**config.mk**
```make
export PLATFORM = sky130hd
export DESIGN_NAME = arithUnitTop
export DESIGN_NICKNAME = d
export VERILOG_FILES = /design/src/verilog/arithPkg.sv /design/src/verilog/accDatapath.sv /design/src/verilog/aluCore.sv /design/src/verilog/arithRegBlock.sv /design/src/verilog/arithSequencer.sv /design/src/verilog/arithUnitTop.sv
export VERILOG_INCLUDE_DIRS = /design/src /design/src/verilog
export SDC_FILE = /design/constraint.sdc
export NUM_CORES = 1
export LEC_CHECK = 0
export ABC_AREA = 1
export BUFFER_PORTS_ARGS = -buffer_cell sky130_fd_sc_hd__buf_4
export CAP_MARGIN = 20
export CORE_MARGIN = 1
export CORE_UTILIZATION = 42
export CTS_CLUSTER_SIZE = 10
export DETAILED_ROUTE_END_ITERATION = 10
export GPL_TIMING_DRIVEN = 1
export PLACE_DENSITY = 0.69
export SYNTH_ARGS = -nofsm -noshare
export SYNTH_HDL_FRONTEND = slang
export SYNTH_SLANG_ARGS = --single-unit
```
**constraint.sdc**
```tcl
create_clock -name clock -period 9.4 [get_ports clock]
set_input_delay 0.47 -clock clock [delete_from_list [all_inputs] [get_ports clock]]
set_output_delay 0.47 -clock clock [all_outputs]
set_load 0.1 [all_outputs]
```
**src/verilog/arith_consts.svh**
```systemverilog
// width, AXI bus and register map constants for the arithmetic unit
`ifndef ARITH_CONSTS_SVH
`define ARITH_CONSTS_SVH

// operand width, also the multiplier length
`define DATA_WIDTH      8

`define AXI_ADDR_WIDTH  4
`define AXI_DATA_WIDTH  32

// register map
`define REG_DR          4'h0
`define REG_MQ          4'h4
`define REG_ACC         4'h8
`define REG_CTRL        4'hC
`define CTRL_START      8       // start bit in a CTRL write

`define MUL_STEPS       8       // one iteration per multiplier bit

`endif
```
**src/verilog/arithPkg.sv**
```systemverilog
// opcode and sequencer state types for the arithmetic unit
package arithPkg;

    // opcode field of the CTRL register, 7 behaves as pass
    typedef enum logic [2:0] {
        opAdd  = 3'd0,
        opSub  = 3'd1,
        opAnd  = 3'd2,
        opOr   = 3'd3,
        opXor  = 3'd4,
        opPass = 3'd5,
        opMul  = 3'd6
    } arithOp;

    // sequencer FSM
    typedef enum logic [1:0] {
        sIdle    = 2'd0,
        sExec    = 2'd1,    // single op writeback, or Acc clear before a multiply
        sMulStep = 2'd2,    // one add-and-shift per cycle
        sDone    = 2'd3
    } seqState;

endpackage

```
**src/verilog/accDatapath.sv**
```systemverilog
// Acc, MQ and DR registers with host load, ALU writeback and the multiply shift
`timescale 1ns/1ps
`include "arith_consts.svh"

module accDatapath (
    input  logic                    clock,
    input  logic                    reset,
    // host side
    input  logic                    loadDr,
    input  logic                    loadMq,
    input  logic                    loadAcc,
    input  logic [`DATA_WIDTH-1:0]  loadData,
    // sequencer side
    input  logic                    writeAcc,
    input  logic                    shiftStep,
    input  logic                    clearAcc,
    // ALU side
    input  logic [`DATA_WIDTH-1:0]  result,
    input  logic [`DATA_WIDTH-1:0]  stepAcc,
    input  logic [`DATA_WIDTH-1:0]  stepMq,
    output logic [`DATA_WIDTH-1:0]  accValue,
    output logic [`DATA_WIDTH-1:0]  mqValue,
    output logic [`DATA_WIDTH-1:0]  drValue,
    output logic                    mqLsb
);

    // accumulator
    // clear wins over writeback, writeback over shift, shift over host load
    always_ff @(posedge clock) begin
        if (reset) begin
            accValue <= '0;
        end else if (clearAcc) begin
            accValue <= '0;
        end else if (writeAcc) begin
            accValue <= result;
        end else if (shiftStep) begin
            accValue <= stepAcc;
        end else if (loadAcc) begin
            accValue <= loadData;
        end
    end

    // multiplier-quotient, shifts right with the adder's low bit coming in
    always_ff @(posedge clock) begin
        if (reset) begin
            mqValue <= '0;
        end else if (shiftStep) begin
            mqValue <= stepMq;
        end else if (loadMq) begin
            mqValue <= loadData;
        end
    end

    // data register, host writes only
    always_ff @(posedge clock) begin
        if (reset) begin
            drValue <= '0;
        end else if (loadDr) begin
            drValue <= loadData;
        end
    end

    assign mqLsb = mqValue[0];   // gates the next partial product

endmodule

```
**src/verilog/aluCore.sv**
```systemverilog
// combinational ALU with one shared adder for the opcodes and the multiply step
`timescale 1ns/1ps
`include "arith_consts.svh"

module aluCore import arithPkg::*; (
    input  arithOp                  aluOp,
    input  logic [`DATA_WIDTH-1:0]  acc,
    input  logic [`DATA_WIDTH-1:0]  dr,
    input  logic                    mqLsb,
    input  logic [`DATA_WIDTH-1:0]  mqValue,
    output logic [`DATA_WIDTH-1:0]  result,
    output logic                    carryOut,
    output logic [`DATA_WIDTH-1:0]  stepAcc,
    output logic [`DATA_WIDTH-1:0]  stepMq
);

    logic [`DATA_WIDTH-1:0] addB;
    logic                   addCin;
    logic [`DATA_WIDTH:0]   sum;

    // second adder operand
    always_comb begin
        addCin = 1'b0;
        case (aluOp)
            opSub: begin
                addB   = ~dr;   // acc + ~dr + 1
                addCin = 1'b1;
            end
            opMul:   addB = mqLsb ? dr : '0;  // partial product only on a set multiplier bit
            default: addB = dr;
        endcase
    end

    assign sum = {1'b0, acc} + {1'b0, addB} + {{`DATA_WIDTH{1'b0}}, addCin};

    always_comb begin
        result   = dr;      // pass and the reserved code
        carryOut = 1'b0;
        case (aluOp)
            opAdd, opSub, opMul: begin
                result   = sum[`DATA_WIDTH-1:0];
                carryOut = sum[`DATA_WIDTH];   // no-borrow for subtract
            end
            opAnd: result = acc & dr;
            opOr:  result = acc | dr;
            opXor: result = acc ^ dr;
            default: begin
                result   = dr;
                carryOut = 1'b0;
            end
        endcase
    end

    // {carry, Acc, MQ} shifted right by one
    assign stepAcc = sum[`DATA_WIDTH:1];
    assign stepMq  = {sum[0], mqValue[`DATA_WIDTH-1:1]};

endmodule

```
**src/verilog/arithRegBlock.sv**
```systemverilog
// AXI4-Lite slave with operand and control register decode and status readback
`timescale 1ns/1ps
`include "arith_consts.svh"

module arithRegBlock import arithPkg::*; (
    input  logic                        clock,
    input  logic                        reset,
    // AXI4-Lite write
    input  logic [`AXI_ADDR_WIDTH-1:0]  awaddr,
    input  logic                        awvalid,
    output logic                        awready,
    input  logic [`AXI_DATA_WIDTH-1:0]  wdata,
    input  logic                        wvalid,
    output logic                        wready,
    output logic [1:0]                  bresp,
    output logic                        bvalid,
    input  logic                        bready,
    // AXI4-Lite read
    input  logic [`AXI_ADDR_WIDTH-1:0]  araddr,
    input  logic                        arvalid,
    output logic                        arready,
    output logic [`AXI_DATA_WIDTH-1:0]  rdata,
    output logic [1:0]                  rresp,
    output logic                        rvalid,
    input  logic                        rready,
    // unit status
    input  logic                        busy,
    input  logic                        carryFlag,
    input  logic                        zeroFlag,
    input  arithOp                      lastOp,
    input  logic [`DATA_WIDTH-1:0]      accValue,
    input  logic [`DATA_WIDTH-1:0]      mqValue,
    input  logic [`DATA_WIDTH-1:0]      drValue,
    // commands
    output logic                        loadDr,
    output logic                        loadMq,
    output logic                        loadAcc,
    output logic [`DATA_WIDTH-1:0]      loadData,
    output logic                        start,
    output arithOp                      opcode
);

    localparam logic [1:0] RESP_OKAY   = 2'b00;
    localparam logic [1:0] RESP_SLVERR = 2'b10;
    localparam int         PAD_BYTE    = `AXI_DATA_WIDTH - `DATA_WIDTH;

    logic                       wrReady;
    logic                       wrFire;
    logic                       wrMapped;
    logic                       wrOk;
    logic                       rdFire;
    logic [`AXI_DATA_WIDTH-1:0] readWord;

    // address and data are taken in the same cycle
    assign awready = wrReady;
    assign wready  = wrReady;
    assign wrFire  = awvalid && wvalid && wrReady;
    assign rdFire  = arvalid && arready;

    assign wrMapped = (awaddr == `REG_DR) || (awaddr == `REG_MQ) ||
                      (awaddr == `REG_ACC) || (awaddr == `REG_CTRL);
    assign wrOk     = wrFire && !busy;   // operands frozen while the unit runs

    assign loadDr   = wrOk && (awaddr == `REG_DR);
    assign loadMq   = wrOk && (awaddr == `REG_MQ);
    assign loadAcc  = wrOk && (awaddr == `REG_ACC);
    assign start    = wrOk && (awaddr == `REG_CTRL) && wdata[`CTRL_START];
    assign loadData = wdata[`DATA_WIDTH-1:0];   // low byte only
    assign opcode   = arithOp'(wdata[2:0]);

    // write channel control
    always_ff @(posedge clock) begin
        if (reset) begin
            wrReady <= 1'b0;
            bvalid  <= 1'b0;
        end else begin
            wrReady <= awvalid && wvalid && !bvalid && !wrReady;  // one-cycle pulse
            if (wrFire) begin
                bvalid <= 1'b1;
            end else if (bready) begin
                bvalid <= 1'b0;
            end
        end
    end

    always_ff @(posedge clock) begin
        if (wrFire) begin
            bresp <= (wrMapped && busy) ? RESP_SLVERR : RESP_OKAY;
        end
    end

    // read mux, status word is busy/carry/zero in 2:0 and opcode in 6:4
    always_comb begin
        case (araddr)
            `REG_DR:   readWord = {{PAD_BYTE{1'b0}}, drValue};
            `REG_MQ:   readWord = {{PAD_BYTE{1'b0}}, mqValue};
            `REG_ACC:  readWord = {{PAD_BYTE{1'b0}}, accValue};
            `REG_CTRL: readWord = {{(`AXI_DATA_WIDTH - 7){1'b0}}, lastOp, 1'b0,
                                   zeroFlag, carryFlag, busy};
            default:   readWord = '0;
        endcase
    end

    // read channel control
    always_ff @(posedge clock) begin
        if (reset) begin
            arready <= 1'b0;
            rvalid  <= 1'b0;
        end else begin
            arready <= arvalid && !rvalid && !arready;
            if (rdFire) begin
                rvalid <= 1'b1;
            end else if (rready) begin
                rvalid <= 1'b0;
            end
        end
    end

    always_ff @(posedge clock) begin
        if (rdFire) begin
            rdata <= readWord;   // held stable until rready
        end
    end

    assign rresp = RESP_OKAY;

endmodule

```
**src/verilog/arithSequencer.sv**
```systemverilog
// control FSM for single ALU operations and the shift-and-add multiply, with flags
`timescale 1ns/1ps
`include "arith_consts.svh"

module arithSequencer import arithPkg::*; (
    input  logic                    clock,
    input  logic                    reset,
    input  logic                    start,
    input  arithOp                  opcode,
    input  logic                    mqLsb,
    input  logic                    carryOut,
    input  logic [`DATA_WIDTH-1:0]  result,
    input  logic [`DATA_WIDTH-1:0]  stepAcc,
    input  logic [`DATA_WIDTH-1:0]  stepMq,
    output logic                    busy,
    output logic                    carryFlag,
    output logic                    zeroFlag,
    output arithOp                  lastOp,
    output arithOp                  aluOp,
    output logic                    writeAcc,
    output logic                    shiftStep,
    output logic                    clearAcc
);

    localparam int STEP_BITS = $clog2(`MUL_STEPS);

    seqState              state;
    logic [STEP_BITS-1:0] stepCount;
    logic                 mulAdded;   // some partial product was added so far
    logic                 lastStep;
    logic                 anyAdd;

    assign lastStep = (stepCount == STEP_BITS'(`MUL_STEPS - 1));
    assign anyAdd   = mulAdded | mqLsb;

    always_ff @(posedge clock) begin
        if (reset) begin
            state     <= sIdle;
            stepCount <= '0;
            mulAdded  <= 1'b0;
            lastOp    <= opAdd;
            carryFlag <= 1'b0;
            zeroFlag  <= 1'b0;
        end else begin
            case (state)
                sIdle: begin
                    if (start) begin
                        lastOp <= opcode;   // held for the status read too
                        state  <= sExec;
                    end
                end
                sExec: begin
                    stepCount <= '0;
                    mulAdded  <= 1'b0;
                    if (lastOp == opMul) begin
                        state <= sMulStep;   // Acc is cleared on this edge
                    end else begin
                        carryFlag <= carryOut;
                        zeroFlag  <= (result == '0);
                        state     <= sDone;
                    end
                end
                sMulStep: begin
                    stepCount <= stepCount + 1'b1;
                    mulAdded  <= anyAdd;
                    if (lastStep) begin
                        carryFlag <= 1'b0;
                        // zero multiplier never adds, otherwise look at the full product
                        zeroFlag  <= !anyAdd || ({stepAcc, stepMq} == '0);
                        state     <= sDone;
                    end
                end
                sDone:   state <= sIdle;
                default: state <= sIdle;
            endcase
        end
    end

    assign busy      = (state != sIdle);
    assign aluOp     = lastOp;
    assign writeAcc  = (state == sExec) && (lastOp != opMul);
    assign clearAcc  = (state == sExec) && (lastOp == opMul);
    assign shiftStep = (state == sMulStep);

endmodule

```
**src/verilog/arithUnitTop.sv**
```systemverilog
// top level of the arithmetic unit: register block, sequencer, datapath and ALU
`timescale 1ns/1ps
`include "arith_consts.svh"

module arithUnitTop import arithPkg::*; (
    input  logic                        clock,
    input  logic                        reset,
    input  logic [`AXI_ADDR_WIDTH-1:0]  awaddr,
    input  logic                        awvalid,
    output logic                        awready,
    input  logic [`AXI_DATA_WIDTH-1:0]  wdata,
    input  logic                        wvalid,
    output logic                        wready,
    output logic [1:0]                  bresp,
    output logic                        bvalid,
    input  logic                        bready,
    input  logic [`AXI_ADDR_WIDTH-1:0]  araddr,
    input  logic                        arvalid,
    output logic                        arready,
    output logic [`AXI_DATA_WIDTH-1:0]  rdata,
    output logic [1:0]                  rresp,
    output logic                        rvalid,
    input  logic                        rready
);

    logic                   loadDr, loadMq, loadAcc, start;
    logic [`DATA_WIDTH-1:0] loadData;
    arithOp                 opcode, lastOp, aluOp;
    logic                   busy, carryFlag, zeroFlag;
    logic                   writeAcc, shiftStep, clearAcc;
    logic [`DATA_WIDTH-1:0] accValue, mqValue, drValue;
    logic                   mqLsb, carryOut;
    logic [`DATA_WIDTH-1:0] result, stepAcc, stepMq;

    arithRegBlock i_regBlock (
        .clock, .reset,
        .awaddr, .awvalid, .awready, .wdata, .wvalid, .wready,
        .bresp, .bvalid, .bready,
        .araddr, .arvalid, .arready, .rdata, .rresp, .rvalid, .rready,
        .busy, .carryFlag, .zeroFlag, .lastOp, .accValue, .mqValue, .drValue,
        .loadDr, .loadMq, .loadAcc, .loadData, .start, .opcode
    );

    arithSequencer i_sequencer (
        .clock, .reset, .start, .opcode, .mqLsb, .carryOut, .result, .stepAcc, .stepMq,
        .busy, .carryFlag, .zeroFlag, .lastOp, .aluOp, .writeAcc, .shiftStep, .clearAcc
    );

    accDatapath i_datapath (
        .clock, .reset, .loadDr, .loadMq, .loadAcc, .loadData,
        .writeAcc, .shiftStep, .clearAcc, .result, .stepAcc, .stepMq,
        .accValue, .mqValue, .drValue, .mqLsb
    );

    aluCore i_alu (
        .aluOp, .acc(accValue), .dr(drValue), .mqLsb, .mqValue,
        .result, .carryOut, .stepAcc, .stepMq
    );

endmodule

```
==> results.yml <==
critical_path:
  worst-path-buf-inv: 4
  crit_path_max_incr_delay_ns: 0.69
  cp_common_cell: "nand2_1"
  crit_family: "compound AO/OA/AOI/OAI gates"
  crit_required_ns: 9.60
  worstSetupPathType: "register to register"
  crit_fanout: 12
  arrival_ns: 4.25
  worst_setup_path_start_kind: "register"
  cp-end-kind: "register"
  cp_cell_sequence: "inv_2 > nor2_2 > inv_2 > o21bai_1 > o21ai_0 > fa_1 > fa_1 > nand2_1 > nand2_1 > nand3_1 > nand2_1 > nand2_1 > nand2_1 > a21oi_1 > inv_1 > a21oi_1 > nor2_1 > o21bai_1 > inv_1"
  slowest_stage: "dfxtp_1"
synthesis:
  postSynthAreaPerCell_um2: 7.02
  yosys_warnings: 0
  async_flop_share_pct: 0
  syn_inst: 525
  ys_ff_latch: 48
  synth-main-ff-cell: "dfxtp_1"
  synth-edff-count: 9
  synth_cell_types: 41
  ys_seq_area_share_pct: 28.5
  synth_area_um2: 3690
die:
  die_w_um: 95.7
  core_area_um2: 8340
  fp-row-count: 33
  die-area_um2: 9150
  die_y_um: 95.7
  start_util_pct: 44.2
  num_io_pins: 88
hold_path:
  hold_class: "input pin to register"
place:
  hpwlAfterDp_um: 7570
  port_buffers: 37
  gp_congestion: 0.889
  dp_slack_ns: 5.45
cells_and_area:
  layout-drive-gt1-share_pct: 12.2
  fin_util_pct: 48.7
  diodes: 0
  final_common_cell: "nand2_1"
  nets: 635
  mostFrequentLayoutCells: "130 x nand2_1, 69 x inv_1, 41 x nand3_1"
  syn_to_final_growth_pct: 10.3
pwr:
  leakage_nw: 1.96
  peakVddDrop_mv: 0.0967
  cellPowerDensity_nw_per_um2: 175
detailed_routing:
  initialDrtViolationCount: 256
  drt-total-wl_um: 9650
  route.vias.total: 3613
  wire_per_inst_um: 14.5
  drc: 0
  viasPerCell: 5.44
  detail-route-antenna-nets: 0
  drtPass1Iterations: 7
timing:
  fin_setup_tns_ns: 0
  hold_viol_final: 0
  fmax_mhz: 247
  relSlewSlack_pct: 35.7
  post-route-min-period_ns: 4.05
  tightest_slew_ns: 0.964
  fin_crit_sh_pct: 43.1
  setup_viol: 0
  slew_viol_final: 0
  worst_slack_ns: 5.35
  skew_ns: 0.0118
  grt_setup_unrepaired: "no"
clock_tree:
  post_cts_resized: 0
  clk_latency_ns: 0.31
  clkSlewWorstSetupHoldPaths_ns: 0.10
  clock-sinks: 48
  cts-root-buf: "clkbuf_8"
  cts.path.max_buffers: 2
  postCtsSetupRepairBufs: 0
  cts_buffers: 5
  cts_tree: "yes"
  hold_buffers: 0
  h-tree-depth: 2
outcome:
  status: "complete, no violations"
global_route:
  grt.overflow.total: 0
  grt_max_degree: 24
  grt_usage_pct: 22.0
  grt_first_pass_wirelength_um: 15500
  first_global_vias: 3229
  antenna_found_initial: 0
flow_run:
  drv_cap: 0
==> cell type report <==
cell class / instances / area, um^2
sequential: 48 / 1050
inverter: 75 / 289
clock buffer: 5 / 68.8
clock inverter: 3 / 68.8
multi-input combinational: 391 / 2180
timing repair buffer: 37 / 278
fill: 847 / 4280
tap: 105 / 131
==> kinds of logic (layout without fill, tap and decap cells) <==
group / after synthesis / in the layout / synth area share, %
compound gates: 102 / 102 / 16.7
flops: 48 / 48 / 28.5
other cells: 1 / 27 / 0.102
fa+ha+maj: 30 / 30 / 10.6
buf+inv: 112 / 120 / 15.1
simple gates: 232 / 232 / 29.0
==> metal layers <==
layer | up-vias | GRT usage, % | part of all wire [%]
li1 | 1744 | - | -
met1 | 1681 | 29.2 | 44
met2 | 155 | 36.1 | 47
met3 | 33 | 3.59 | 6.4
met4 | 0 | 7.21 | 3.1
met5 | - | 0 | 0
==> final timing paths <==
check | endpoint | start | slack [ns] | depth (start not counted)
max | i_datapath.accValue[7] | i_sequencer.aluOp[2] | 5.35 | 19
min | i_regBlock.rvalid | rready | 0.40 | 4
max reg2reg | i_datapath.accValue[7] | i_sequencer.aluOp[2] | 5.35 | 19
min reg2reg | i_regBlock.arready | i_regBlock.arready | 0.45 | 1
==> cell usage after synthesis (6+ instances only) <==
library cell | count | area share (%)
a21oi_1 | 31 | 4.2
o21ai_0 | 30 | 4.1
a221o_1 | 6 | 1.6
inv_1 | 69 | 7.0
ha_1 | 28 | 9.5
nand3_1 | 41 | 5.6
o22ai_1 | 7 | 1.2
a31oi_1 | 6 | 1.0
edfxtp_1 | 9 | 7.3
nand2_1 | 130 | 13
dfxtp_1 | 39 | 21
nor2_1 | 31 | 3.2
buf_4 | 30 | 6.1
o211ai_1 | 9 | 1.8
==> report_power, final <==
part / switching (mW) / internal [mW]
combinational: 0.207 / 0.0791
sequential: 0.0170 / 0.226
clock: 0.0756 / 0.107
==> worst min-delay path, stage by stage <==
cell and delay (ns):
buf_4 0.08, inv_1 0.03, nand2_1 0.04, a21oi_1 0.05
==> metrics by stage <==
| stage | hold WS, ns | cell area (um^2) | instances | power [mW] |
|---|---|---|---|---|
| after global routing | 0.405 | 4060 | 664 | 0.753 |
| after floorplan | 0.445 | 3780 | 551 | 0.478 |
| after global placement | 0.431 | 3930 | 656 | 0.525 |
| final | 0.396 | 4060 | 664 | 0.712 |
| after CTS | 0.396 | 4060 | 664 | 0.709 |
| after detailed placement | 0.443 | 3930 | 656 | 0.529 |
==> flip-flops by register name, indices dropped and copies added (netlist names) <==
register               count
i_regBlock.rdata           8
i_regBlock.bresp           1
i_sequencer.aluOp          3
i_sequencer.mulAdded       1
i_regBlock.bvalid          1
i_datapath.mqValue         8
i_datapath.accValue        8
i_regBlock.awready         1
i_sequencer.stepCount      3
i_regBlock.rvalid          1
i_sequencer.carryFlag      1
i_datapath.drValue         8
i_sequencer.zeroFlag       1
i_sequencer.state          2
i_regBlock.arready         1
(Power assumes the default switching activity.)
